$ cat config.mk
export PLATFORM = sky130hd
export DESIGN_NAME = usiSystem
export DESIGN_NICKNAME = d
export VERILOG_FILES = /design/src/hw/usiPkg.sv /design/src/hw/gpioBlock.sv /design/src/hw/usiBus.sv /design/src/hw/usiHostPort.sv /design/src/hw/usiSystem.sv /design/src/hw/videoTimingBlock.sv
export VERILOG_INCLUDE_DIRS = /design/src /design/src/hw
export SDC_FILE = /design/constraint.sdc
export NUM_CORES = 1
export LEC_CHECK = 0
export ABC_AREA = 1
export ABC_CLOCK_PERIOD_IN_PS = 6700
export BUFFER_PORTS_ARGS = -buffer_cell sky130_fd_sc_hd__buf_2
export CAP_MARGIN = 5
export CELL_PAD_IN_SITES_DETAIL_PLACEMENT = 1
export CELL_PAD_IN_SITES_GLOBAL_PLACEMENT = 1
export CORE_UTILIZATION = 47
export CTS_BUF_LIST = sky130_fd_sc_hd__clkbuf_8
export DETAILED_ROUTE_END_ITERATION = 10
export GPL_ROUTABILITY_DRIVEN = 0
export GPL_TIMING_DRIVEN = 0
export PLACE_DENSITY_LB_ADDON = 0.2
export SLEW_MARGIN = 20
export SYNTH_ARGS = -nofsm -noshare
export SYNTH_HDL_FRONTEND = slang
export SYNTH_SLANG_ARGS = --single-unit
$ cat constraint.sdc
create_clock -name iSysClk -period 6.7 [get_ports iSysClk]
set_clock_uncertainty 0.2 [all_clocks]
set_input_delay 0.335 -clock iSysClk [delete_from_list [all_inputs] [get_ports iSysClk]]
set_output_delay 0.335 -clock iSysClk [all_outputs]
set_load 0.02 [all_outputs]
$ cat src/hw/usiSystem_params.svh
//----------------------------------------------------------------------------
// Bus widths, block map, CSR indices and display timing defaults for the
// USI register system. Included by the package, the RTL and the testbench.
//----------------------------------------------------------------------------
`ifndef USI_SYSTEM_PARAMS_SVH
`define USI_SYSTEM_PARAMS_SVH

// USI bus geometry
`define USI_DATA_W        32
`define USI_ADRS_W        32
`define USI_BLOCK_W       4
`define USI_CSR_W         16

// Block address map
`define GPIO_BLOCK_ID     1
`define VTB_BLOCK_ID      4

// GPIO CSRs
`define GPIO_CSR_LED      0
`define GPIO_CSR_RGB      1

// Video timing CSRs
`define VTB_CSR_ENABLE    0
`define VTB_CSR_HDISPLAY  1
`define VTB_CSR_HFRONT    2
`define VTB_CSR_HPULSE    3
`define VTB_CSR_HBACK     4
`define VTB_CSR_VDISPLAY  5
`define VTB_CSR_VFRONT    6
`define VTB_CSR_VPULSE    7
`define VTB_CSR_VBACK     8

// Timing field widths, porch width shared by front, pulse and back
`define H_DISPLAY_W       11
`define H_PORCH_W         7
`define V_DISPLAY_W       11
`define V_PORCH_W         5

// 480x272 panel defaults
`define H_DISPLAY_RST     480
`define H_FRONT_RST       8
`define H_PULSE_RST       30
`define H_BACK_RST        43
`define V_DISPLAY_RST     272
`define V_FRONT_RST       12
`define V_PULSE_RST       10
`define V_BACK_RST        4

`endif

$ cat src/hw/usiPkg.sv
//----------------------------------------------------------------------------
// Request, response and address types shared by the USI register bus,
// its host port and the slave blocks
//----------------------------------------------------------------------------
`default_nettype none

`include "usiSystem_params.svh"

package usiPkg;

	//------------------------------------------------------------------------
	// Address word
	//------------------------------------------------------------------------
	// Field view of the bus address
	typedef struct packed {
		logic [`USI_ADRS_W-`USI_BLOCK_W-`USI_CSR_W-1:0] unused;
		logic [`USI_BLOCK_W-1:0]                         block;
		logic [`USI_CSR_W-1:0]                           csr;
	} usiAdrsFieldsT;

	// Host writes raw, bus decodes fields
	typedef union packed {
		logic [`USI_ADRS_W-1:0] raw;
		usiAdrsFieldsT          fields;
	} usiAdrsT;

	//------------------------------------------------------------------------
	// Requests and responses
	//------------------------------------------------------------------------
	// Master side request, one strobe at most
	typedef struct packed {
		logic                   wEd;
		logic                   rEd;
		usiAdrsT                adrs;
		logic [`USI_DATA_W-1:0] wd;
	} usiReqT;

	// Request after block decode, as one slave sees it
	typedef struct packed {
		logic                   wEd;
		logic                   rEd;
		logic [`USI_CSR_W-1:0]  csr;
		logic [`USI_DATA_W-1:0] wd;
	} usiSlvReqT;

	// Read return, rEd pulses once per read
	typedef struct packed {
		logic                   rEd;
		logic [`USI_DATA_W-1:0] rd;
	} usiRspT;

endpackage

`default_nettype wire

$ cat src/hw/gpioBlock.sv
//----------------------------------------------------------------------------
// GPIO slave on the USI bus. Two CSRs drive the status LEDs and the RGB LED
//----------------------------------------------------------------------------
`default_nettype none

`include "usiSystem_params.svh"

module gpioBlock (
	input  logic                   iSysClk,
	input  logic                   rstN,
	input  usiPkg::usiSlvReqT      req,
	output logic [`USI_DATA_W-1:0] rd,
	output logic [1:0]             led,
	output logic [2:0]             ledRgb
);

	logic [1:0]             ledQ;
	logic [2:0]             rgbQ;
	logic [`USI_DATA_W-1:0] readWord;

	// CSR writes
	always_ff @(posedge iSysClk or negedge rstN)
	begin
		if (!rstN)
		begin
			ledQ <= '0;
			rgbQ <= '0;
		end
		else if (req.wEd)
		begin
			case (int'(req.csr))
				`GPIO_CSR_LED: ledQ <= req.wd[1:0];
				`GPIO_CSR_RGB: rgbQ <= req.wd[2:0];
				default:       ;
			endcase
		end
	end

	// Readback, unused indices read as zero
	always_comb
	begin
		case (int'(req.csr))
			`GPIO_CSR_LED: readWord = `USI_DATA_W'(ledQ);
			`GPIO_CSR_RGB: readWord = `USI_DATA_W'(rgbQ);
			default:       readWord = '0;
		endcase
	end

	always_ff @(posedge iSysClk)
	begin
		if (req.rEd)
			rd <= readWord;
	end

	// Pins follow the CSRs directly
	assign led    = ledQ;
	assign ledRgb = rgbQ;

endmodule

`default_nettype wire

$ cat src/hw/usiBus.sv
//----------------------------------------------------------------------------
// USI bus decoder. Routes each request to the slave named by the block
// field and returns one read response per read, zero for unmapped blocks.
//----------------------------------------------------------------------------
`default_nettype none

`include "usiSystem_params.svh"

module usiBus (
	input  logic                   iSysClk,
	input  logic                   rstN,
	// Master side
	input  usiPkg::usiReqT         busReq,
	output usiPkg::usiRspT         busRsp,
	// GPIO slave
	output usiPkg::usiSlvReqT      gpioReq,
	input  logic [`USI_DATA_W-1:0] gpioRd,
	// Video timing slave
	output usiPkg::usiSlvReqT      vtbReq,
	input  logic [`USI_DATA_W-1:0] vtbRd
);

	import usiPkg::*;

	// Stage 1, request toward the slaves
	logic                   wEdQ;
	logic                   rEdQ;
	usiAdrsT                adrsQ;
	logic [`USI_DATA_W-1:0] wdQ;
	logic                   gpioSel;
	logic                   vtbSel;

	// Stage 2, read waiting for slave data
	logic                   rEdPendQ;
	logic [`USI_BLOCK_W-1:0] blkPendQ;
	logic [`USI_DATA_W-1:0] selRd;

	// Response
	logic                   rspValidQ;
	logic [`USI_DATA_W-1:0] rspDataQ;

	always_ff @(posedge iSysClk or negedge rstN)
	begin
		if (!rstN)
		begin
			wEdQ      <= 1'b0;
			rEdQ      <= 1'b0;
			rEdPendQ  <= 1'b0;
			rspValidQ <= 1'b0;
		end
		else
		begin
			wEdQ      <= busReq.wEd;
			rEdQ      <= busReq.rEd;
			rEdPendQ  <= rEdQ;
			rspValidQ <= rEdPendQ;
		end
	end

	always_ff @(posedge iSysClk)
	begin
		adrsQ    <= busReq.adrs;
		wdQ      <= busReq.wd;
		blkPendQ <= adrsQ.fields.block;
		rspDataQ <= rEdPendQ ? selRd : '0;
	end

	//------------------------------------------------------------------------
	// Block decode, strobes reach one slave only
	//------------------------------------------------------------------------
	assign gpioSel = (int'(adrsQ.fields.block) == `GPIO_BLOCK_ID);
	assign vtbSel  = (int'(adrsQ.fields.block) == `VTB_BLOCK_ID);

	assign gpioReq = '{wEd: wEdQ & gpioSel, rEd: rEdQ & gpioSel,
		csr: adrsQ.fields.csr, wd: wdQ};
	assign vtbReq  = '{wEd: wEdQ & vtbSel, rEd: rEdQ & vtbSel,
		csr: adrsQ.fields.csr, wd: wdQ};

	// Read data select by the block recorded with the read
	always_comb
	begin
		case (int'(blkPendQ))
			`GPIO_BLOCK_ID: selRd = gpioRd;
			`VTB_BLOCK_ID:  selRd = vtbRd;
			default:        selRd = '0;
		endcase
	end

	assign busRsp = '{rEd: rspValidQ, rd: rspDataQ};

endmodule

`default_nettype wire

$ cat src/hw/usiHostPort.sv
//----------------------------------------------------------------------------
// Host side of the USI bus. Registers host strobes into a bus request and
// registers the bus read response back to the host.
//----------------------------------------------------------------------------
`default_nettype none

`include "usiSystem_params.svh"

module usiHostPort (
	input  logic                   iSysClk,
	input  logic                   rstN,
	// Host
	input  logic                   hostWEd,
	input  logic                   hostREd,
	input  logic [`USI_ADRS_W-1:0] hostAdrs,
	input  logic [`USI_DATA_W-1:0] hostWd,
	output usiPkg::usiRspT         hostRsp,
	// Bus
	output usiPkg::usiReqT         busReq,
	input  usiPkg::usiRspT         busRsp
);

	import usiPkg::*;

	// Request stage
	logic                   wEdQ;
	logic                   rEdQ;
	usiAdrsT                adrsQ;
	logic [`USI_DATA_W-1:0] wdQ;

	// Response stage
	logic                   rspValidQ;
	logic [`USI_DATA_W-1:0] rspDataQ;

	//------------------------------------------------------------------------
	// Host to bus
	//------------------------------------------------------------------------
	always_ff @(posedge iSysClk or negedge rstN)
	begin
		if (!rstN)
		begin
			wEdQ <= 1'b0;
			rEdQ <= 1'b0;
		end
		else
		begin
			wEdQ <= hostWEd;
			rEdQ <= hostREd;
		end
	end

	always_ff @(posedge iSysClk)
	begin
		adrsQ.raw <= hostAdrs;
		wdQ       <= hostWd;
	end

	assign busReq = '{wEd: wEdQ, rEd: rEdQ, adrs: adrsQ, wd: wdQ};

	//------------------------------------------------------------------------
	// Bus to host
	//------------------------------------------------------------------------
	always_ff @(posedge iSysClk or negedge rstN)
	begin
		if (!rstN)
			rspValidQ <= 1'b0;
		else
			rspValidQ <= busRsp.rEd;
	end

	always_ff @(posedge iSysClk)
	begin
		rspDataQ <= busRsp.rd;
	end

	assign hostRsp = '{rEd: rspValidQ, rd: rspDataQ};

endmodule

`default_nettype wire

$ cat src/hw/usiSystem.sv
//----------------------------------------------------------------------------
// Top level of the register system. Host port, USI bus decoder, GPIO block
// and video timing block on the system clock.
//----------------------------------------------------------------------------
`default_nettype none

`include "usiSystem_params.svh"

module usiSystem (
	input  logic                   iSysClk,
	input  logic                   rstN,
	// Host
	input  logic                   hostWEd,
	input  logic                   hostREd,
	input  logic [`USI_ADRS_W-1:0] hostAdrs,
	input  logic [`USI_DATA_W-1:0] hostWd,
	output usiPkg::usiRspT         hostRsp,
	// LEDs
	output logic [1:0]             led,
	output logic [2:0]             ledRgb,
	// Display timing
	output logic                   hSync,
	output logic                   vSync,
	output logic                   de
);

	import usiPkg::*;

	usiReqT                 busReq;
	usiRspT                 busRsp;
	usiSlvReqT              gpioReq;
	usiSlvReqT              vtbReq;
	logic [`USI_DATA_W-1:0] gpioRd;
	logic [`USI_DATA_W-1:0] vtbRd;

	usiHostPort hostPort (
		.iSysClk (iSysClk),
		.rstN    (rstN),
		.hostWEd (hostWEd),
		.hostREd (hostREd),
		.hostAdrs(hostAdrs),
		.hostWd  (hostWd),
		.hostRsp (hostRsp),
		.busReq  (busReq),
		.busRsp  (busRsp)
	);

	usiBus bus (
		.iSysClk(iSysClk),
		.rstN   (rstN),
		.busReq (busReq),
		.busRsp (busRsp),
		.gpioReq(gpioReq),
		.gpioRd (gpioRd),
		.vtbReq (vtbReq),
		.vtbRd  (vtbRd)
	);

	gpioBlock gpio (
		.iSysClk(iSysClk),
		.rstN   (rstN),
		.req    (gpioReq),
		.rd     (gpioRd),
		.led    (led),
		.ledRgb (ledRgb)
	);

	videoTimingBlock vtb (
		.iSysClk(iSysClk),
		.rstN   (rstN),
		.req    (vtbReq),
		.rd     (vtbRd),
		.hSync  (hSync),
		.vSync  (vSync),
		.de     (de)
	);

endmodule

`default_nettype wire

$ cat src/hw/videoTimingBlock.sv
//----------------------------------------------------------------------------
// Video timing slave. Holds display and porch CSRs and generates active low
// hSync and vSync plus de, one pixel per system clock.
//----------------------------------------------------------------------------
`default_nettype none

`include "usiSystem_params.svh"

module videoTimingBlock (
	input  logic                   iSysClk,
	input  logic                   rstN,
	input  usiPkg::usiSlvReqT      req,
	output logic [`USI_DATA_W-1:0] rd,
	output logic                   hSync,
	output logic                   vSync,
	output logic                   de
);

	// One extra bit covers display plus all three porches
	localparam int hCntW = `H_DISPLAY_W + 1;
	localparam int vCntW = `V_DISPLAY_W + 1;

	// CSRs
	logic                    vtbEnable;
	logic [`H_DISPLAY_W-1:0] hDisplay;
	logic [`H_PORCH_W-1:0]   hFront;
	logic [`H_PORCH_W-1:0]   hPulse;
	logic [`H_PORCH_W-1:0]   hBack;
	logic [`V_DISPLAY_W-1:0] vDisplay;
	logic [`V_PORCH_W-1:0]   vFront;
	logic [`V_PORCH_W-1:0]   vPulse;
	logic [`V_PORCH_W-1:0]   vBack;
	logic [`USI_DATA_W-1:0]  readWord;

	// Counters and their limits
	logic [hCntW-1:0] hCnt;
	logic [vCntW-1:0] vCnt;
	logic [hCntW-1:0] hSyncStart;
	logic [hCntW-1:0] hSyncEnd;
	logic [hCntW-1:0] hTotal;
	logic [vCntW-1:0] vSyncStart;
	logic [vCntW-1:0] vSyncEnd;
	logic [vCntW-1:0] vTotal;

	//------------------------------------------------------------------------
	// CSR access
	//------------------------------------------------------------------------
	always_ff @(posedge iSysClk or negedge rstN)
	begin
		if (!rstN)
		begin
			vtbEnable <= 1'b0;
			hDisplay  <= `H_DISPLAY_W'(`H_DISPLAY_RST);
			hFront    <= `H_PORCH_W'(`H_FRONT_RST);
			hPulse    <= `H_PORCH_W'(`H_PULSE_RST);
			hBack     <= `H_PORCH_W'(`H_BACK_RST);
			vDisplay  <= `V_DISPLAY_W'(`V_DISPLAY_RST);
			vFront    <= `V_PORCH_W'(`V_FRONT_RST);
			vPulse    <= `V_PORCH_W'(`V_PULSE_RST);
			vBack     <= `V_PORCH_W'(`V_BACK_RST);
		end
		else if (req.wEd)
		begin
			// Values truncate to the field width
			case (int'(req.csr))
				`VTB_CSR_ENABLE:   vtbEnable <= req.wd[0];
				`VTB_CSR_HDISPLAY: hDisplay  <= req.wd[`H_DISPLAY_W-1:0];
				`VTB_CSR_HFRONT:   hFront    <= req.wd[`H_PORCH_W-1:0];
				`VTB_CSR_HPULSE:   hPulse    <= req.wd[`H_PORCH_W-1:0];
				`VTB_CSR_HBACK:    hBack     <= req.wd[`H_PORCH_W-1:0];
				`VTB_CSR_VDISPLAY: vDisplay  <= req.wd[`V_DISPLAY_W-1:0];
				`VTB_CSR_VFRONT:   vFront    <= req.wd[`V_PORCH_W-1:0];
				`VTB_CSR_VPULSE:   vPulse    <= req.wd[`V_PORCH_W-1:0];
				`VTB_CSR_VBACK:    vBack     <= req.wd[`V_PORCH_W-1:0];
				default:           ;
			endcase
		end
	end

	always_comb
	begin
		case (int'(req.csr))
			`VTB_CSR_ENABLE:   readWord = `USI_DATA_W'(vtbEnable);
			`VTB_CSR_HDISPLAY: readWord = `USI_DATA_W'(hDisplay);
			`VTB_CSR_HFRONT:   readWord = `USI_DATA_W'(hFront);
			`VTB_CSR_HPULSE:   readWord = `USI_DATA_W'(hPulse);
			`VTB_CSR_HBACK:    readWord = `USI_DATA_W'(hBack);
			`VTB_CSR_VDISPLAY: readWord = `USI_DATA_W'(vDisplay);
			`VTB_CSR_VFRONT:   readWord = `USI_DATA_W'(vFront);
			`VTB_CSR_VPULSE:   readWord = `USI_DATA_W'(vPulse);
			`VTB_CSR_VBACK:    readWord = `USI_DATA_W'(vBack);
			default:           readWord = '0;
		endcase
	end

	always_ff @(posedge iSysClk)
	begin
		if (req.rEd)
			rd <= readWord;
	end

	//------------------------------------------------------------------------
	// Timing generator
	//------------------------------------------------------------------------
	// Sync windows sit after the front porch
	assign hSyncStart = hCntW'(hDisplay) + hCntW'(hFront);
	assign hSyncEnd   = hSyncStart + hCntW'(hPulse);
	assign hTotal     = hSyncEnd + hCntW'(hBack);
	assign vSyncStart = vCntW'(vDisplay) + vCntW'(vFront);
	assign vSyncEnd   = vSyncStart + vCntW'(vPulse);
	assign vTotal     = vSyncEnd + vCntW'(vBack);

	// Held at zero while disabled, so a new enable starts a clean frame
	always_ff @(posedge iSysClk or negedge rstN)
	begin
		if (!rstN)
		begin
			hCnt <= '0;
			vCnt <= '0;
		end
		else if (!vtbEnable)
		begin
			hCnt <= '0;
			vCnt <= '0;
		end
		else if (hCnt >= hTotal - 1'b1)
		begin
			hCnt <= '0;
			if (vCnt >= vTotal - 1'b1)
				vCnt <= '0;
			else
				vCnt <= vCnt + 1'b1;
		end
		else
		begin
			hCnt <= hCnt + 1'b1;
		end
	end

	// Registered pins, idle levels while disabled
	always_ff @(posedge iSysClk or negedge rstN)
	begin
		if (!rstN)
		begin
			hSync <= 1'b1;
			vSync <= 1'b1;
			de    <= 1'b0;
		end
		else
		begin
			hSync <= !(vtbEnable && hCnt >= hSyncStart && hCnt < hSyncEnd);
			vSync <= !(vtbEnable && vCnt >= vSyncStart && vCnt < vSyncEnd);
			de    <= vtbEnable && hCnt < hCntW'(hDisplay) && vCnt < vCntW'(vDisplay);
		end
	end

endmodule

`default_nettype wire

==> summary.md <==
| Metric | Value |
|---|---|
| Status | `finished clean` |
| H-tree depth | `4` |
| Post-synth ARST share | `between 40% and 50%` |
| RSZ-0062 raised after global routing | `false` |
| Worst slew pin tran | `roughly 1.0 ns` |
| Lkg Pwr | `slightly below 7 nW` |
| Required time of the critical path | `a little under 7 ns` |
| Period minus WS final | `between 6 and 7 ns` |
| Hold slack | `approximately 0.065 ns` |
| Row count | `57` |
| P_sw | `roughly 0.65 mW` |
| Post-route ant nets | `0` |
| CP endpoint kind | `flip-flop` |
| Largest net degree at the start of global routing | `72` |
| Clock root buffer | `clkbuf_8` |
| Placed Instances | `between 1500 and 2000` |
| DRT Pass-1 Iters | `5` |
| CP Max Fanout | `10` |
| Internal | `~1.6 mW` |
| Yosys cell types | `56` |
| Clock network latency to the later pin of the worst-skew pair | `0.50 ns` |
| CTS Sinks | `200` |
| WL/cell | `roughly 18 µm` |
| DR iter-0 viols | `530` |
| Top_reg_cell synth | `dfxtp_1` |
| Initial Util | `roughly half` |
| Final Instance Count excl. Fillers | `between 1500 and 2000` |
| Post-DP HPWL | `roughly 27000 µm` |
| CP peak stage delay | `between 0.4 and 0.5 ns` |
| Num CTS Buffers | `17` |
| Crit-path slowest cell | `dfrtp_1` |
| R2R Setup Slk | `between 0.4 and 0.5 ns` |
| Worst hold path type | `in -> async` |
| Worst path most repeated cell | `nand2_1` |
| Area growth syn-to-layout | `13.6%` |
| Final wirelength | `35300 µm` |
| Pwr Density | `between 150 and 200 nW/µm²` |
| Part of the power in registers | `a little under three fifths` |
| Layout cells sized above 1 | `about an eighth` |
| Final WS setup | `about 0.47 ns` |
| DRC violation count after routing | `0` |
| Reg clk slew, reported paths | `0.13 ns` |
| Vias | `about 10000` |
| Crit Path Category | `reg -> reg` |
| Initial antenna violation count | `1` |
| Arr. time, crit path | `~6.5 ns` |
| Synth Register Bits | `200` |
| Hold Violations, Final | `0` |
| Post-synthesis cell count | `about 1500` |
| Syn_area_per_cell | `just over 8 µm²` |
| Logic gate share of total power | `4.1%` |
| Worst rel slew slack | `approximately a third` |
| Synth warnings | `0` |
| Core area | `24600 µm²` |
| Clk buf depth | `2` |
| Vias in the first global route | `~11000` |
| Max VDD drop | `about 0.16 mV` |
| Die X | `approximately 160 µm` |
| Most common cell after layout, fill and taps aside | `nand2_1` |
| Critical path startpoint category | `flip-flop` |
| Max Cap Violations | `0` |
| Switching share of power | `28.9%` |
| Final setup violation count | `0` |
| Grt ovf | `0` |
| Nets | `about 1800` |
| Port Buffer Count | `54` |
| Diodes inserted | `0` |
| Commonest cells after routing, fill and taps aside | `nand2_1 (321), inv_1 (203), ha_1 (141)` |
| Max-slew violations | `0` |
| Top Ports | `109` |
| DR vias/cell | `between 5 and 6` |
| Sequential fraction of the synthesis area | `39.1%` |
| First-pass GRT wire length | `56700 µm` |
| Post-synth EDFFs | `14` |
| TritonCTS clock tree | `built` |
| Die Height | `161 µm` |
| Highest clock rate | `between 0.15 and 0.2 GHz` |
| Filler cell count | `3062` |
| Clk network pwr share | `between 40 and 50%` |
| Dpl ws | `around 0.38 ns` |
| Total Routing Usage GR | `between 20 and 30%` |
| Tot Pwr | `2.25 mW` |
| Die area | `26000 µm²` |
| Synth Cell Area | `11900 µm²` |
| Post-route setup TNS | `0 ns` |
| Part of the cycle the worst path needs | `about 93%` |
## path summary, 6_finish.rpt
check | from | to | cells past startpoint
worst max-delay path | vtb.hFront[0] | vtb.hCnt[7] | 34
worst min-delay path | rstN | vtb.vCnt[2] | 2
worst max register to register | vtb.hFront[0] | vtb.hCnt[7] | 34
worst min register to register | bus.rspDataQ[5] | hostPort.rspDataQ[5] | 0
max in group asynchronous | rstN | vtb.vDisplay[8] | 3
min in group iSysClk | bus.rspDataQ[5] | hostPort.rspDataQ[5] | 0
## synth_stat cells (6+ instances only)
library cell | instances | area (µm²)
nand2_1 | 321 | 1200
inv_1 | 203 | 762
ha_1 | 141 | 1760
nand3_1 | 110 | 551
nor2_1 | 103 | 387
dfxtp_1 | 88 | 1760
o21ai_0 | 83 | 415
dfrtp_1 | 76 | 1900
a21oi_1 | 71 | 355
nand4_1 | 28 | 175
xor2_1 | 27 | 236
buf_4 | 22 | 165
dfstp_2 | 22 | 578
nand2_2 | 16 | 100
xnor2_1 | 15 | 131
edfxtp_1 | 14 | 420
o22ai_1 | 14 | 87.6
clkbuf_1 | 12 | 45.0
nor3_1 | 12 | 60.1
nor4_1 | 9 | 56.3
o21ai_1 | 8 | 40.0
inv_2 | 7 | 26.3
fa_1 | 6 | 120
## worst max-delay path: cells and delay by family, from the launching register on
kind / cells / cell delay, ns
AO/OA/AOI/OAI: 5 / 0.93
XOR/XNOR: 1 / 0.20
adder cells (fa/ha/maj): 5 / 1.72
buffers and inverters: 5 / 0.58
flip-flops: 1 / 0.46
AND/OR/NAND/NOR: 18 / 2.05
## sequential cells by signal (all words and copies together) (netlist names), 5 cells and up
| signal | count |
|---|---|
| vtb.vFront | 5 |
| hostPort.rspDataQ | 11 |
| vtb.vCnt | 12 |
| vtb.vDisplay | 11 |
| bus.wdQ | 11 |
| vtb.vPulse | 5 |
| hostPort.adrsQ | 20 |
| vtb.rd | 11 |
| bus.rspDataQ | 11 |
| hostPort.wdQ | 11 |
| bus.adrsQ | 20 |
| vtb.hDisplay | 11 |
| vtb.hBack | 7 |
| vtb.hCnt | 12 |
| vtb.hFront | 7 |
| vtb.hPulse | 7 |
| vtb.vBack | 5 |
## cell type report
type	instances	area (µm²)	area share, %
clock buffers	17	234	1.73
plain buffers	42	255	1.88
flip-flops and latches	200	4660	34.4
clock inverters	15	240	1.77
inverters	211	792	5.85
multi-input cells	1046	6300	46.5
repair buffers	91	659	4.87
well taps	324	405	2.99
## power groups by stage
stage / Combinational [mW] / Clock [mW] / Sequential [mW]
global route: 0.0989 / 0.968 / 1.25
finish: 0.0912 / 0.912 / 1.24
global placement: 0.0684 / 0 / 1.27
CTS: 0.0884 / 0.929 / 1.24
detailed placement: 0.0727 / 0 / 1.27
floorplan: 0.0359 / 0 / 1.27
## layer usage
metal | vias up | routed length, µm | part of all wire [%] | track usage, %
met1 | 5108 | 15500 | 44 | 34.9
li1 | 5083 | - | - | -
met4 | 2 | 988 | 2.8 | 9.35
met3 | 66 | 1620 | 4.6 | 5.39
met5 | - | 18 | 0.051 | 0
met2 | 203 | 17100 | 49 | 48.9
## what timing repair did
| action | 4_1_cts | 5_1_grt |
|---|---|---|
| hold buffers | 34 | 0 |
| setup endpoints to repair | 0 | 13 |
| endpoints found under the hold margin | 111 | 0 |
| resized for setup | 0 | 2 |
| setup buffers | 0 | 2 |
## through the flow
stage / util [%] / area [µm²]
final: 55.1 / 13500
after CTS: 55.0 / 13500
after global routing: 55.1 / 13500
after global placement: 51.5 / 12700
after detailed placement: 51.7 / 12700
after floorplan: - / 12000
## cells by family after synthesis
group / synth area share [%]
adders and majority gates: 15.8
buffers and inverters: 8.77
other: 0.0314
and+or+nand+nor: 23.3
DFF: 39.1
AOI/OAI and AO/OA: 9.93
xor gates and xnor gates: 3.09
(Power assumes the default switching activity.)
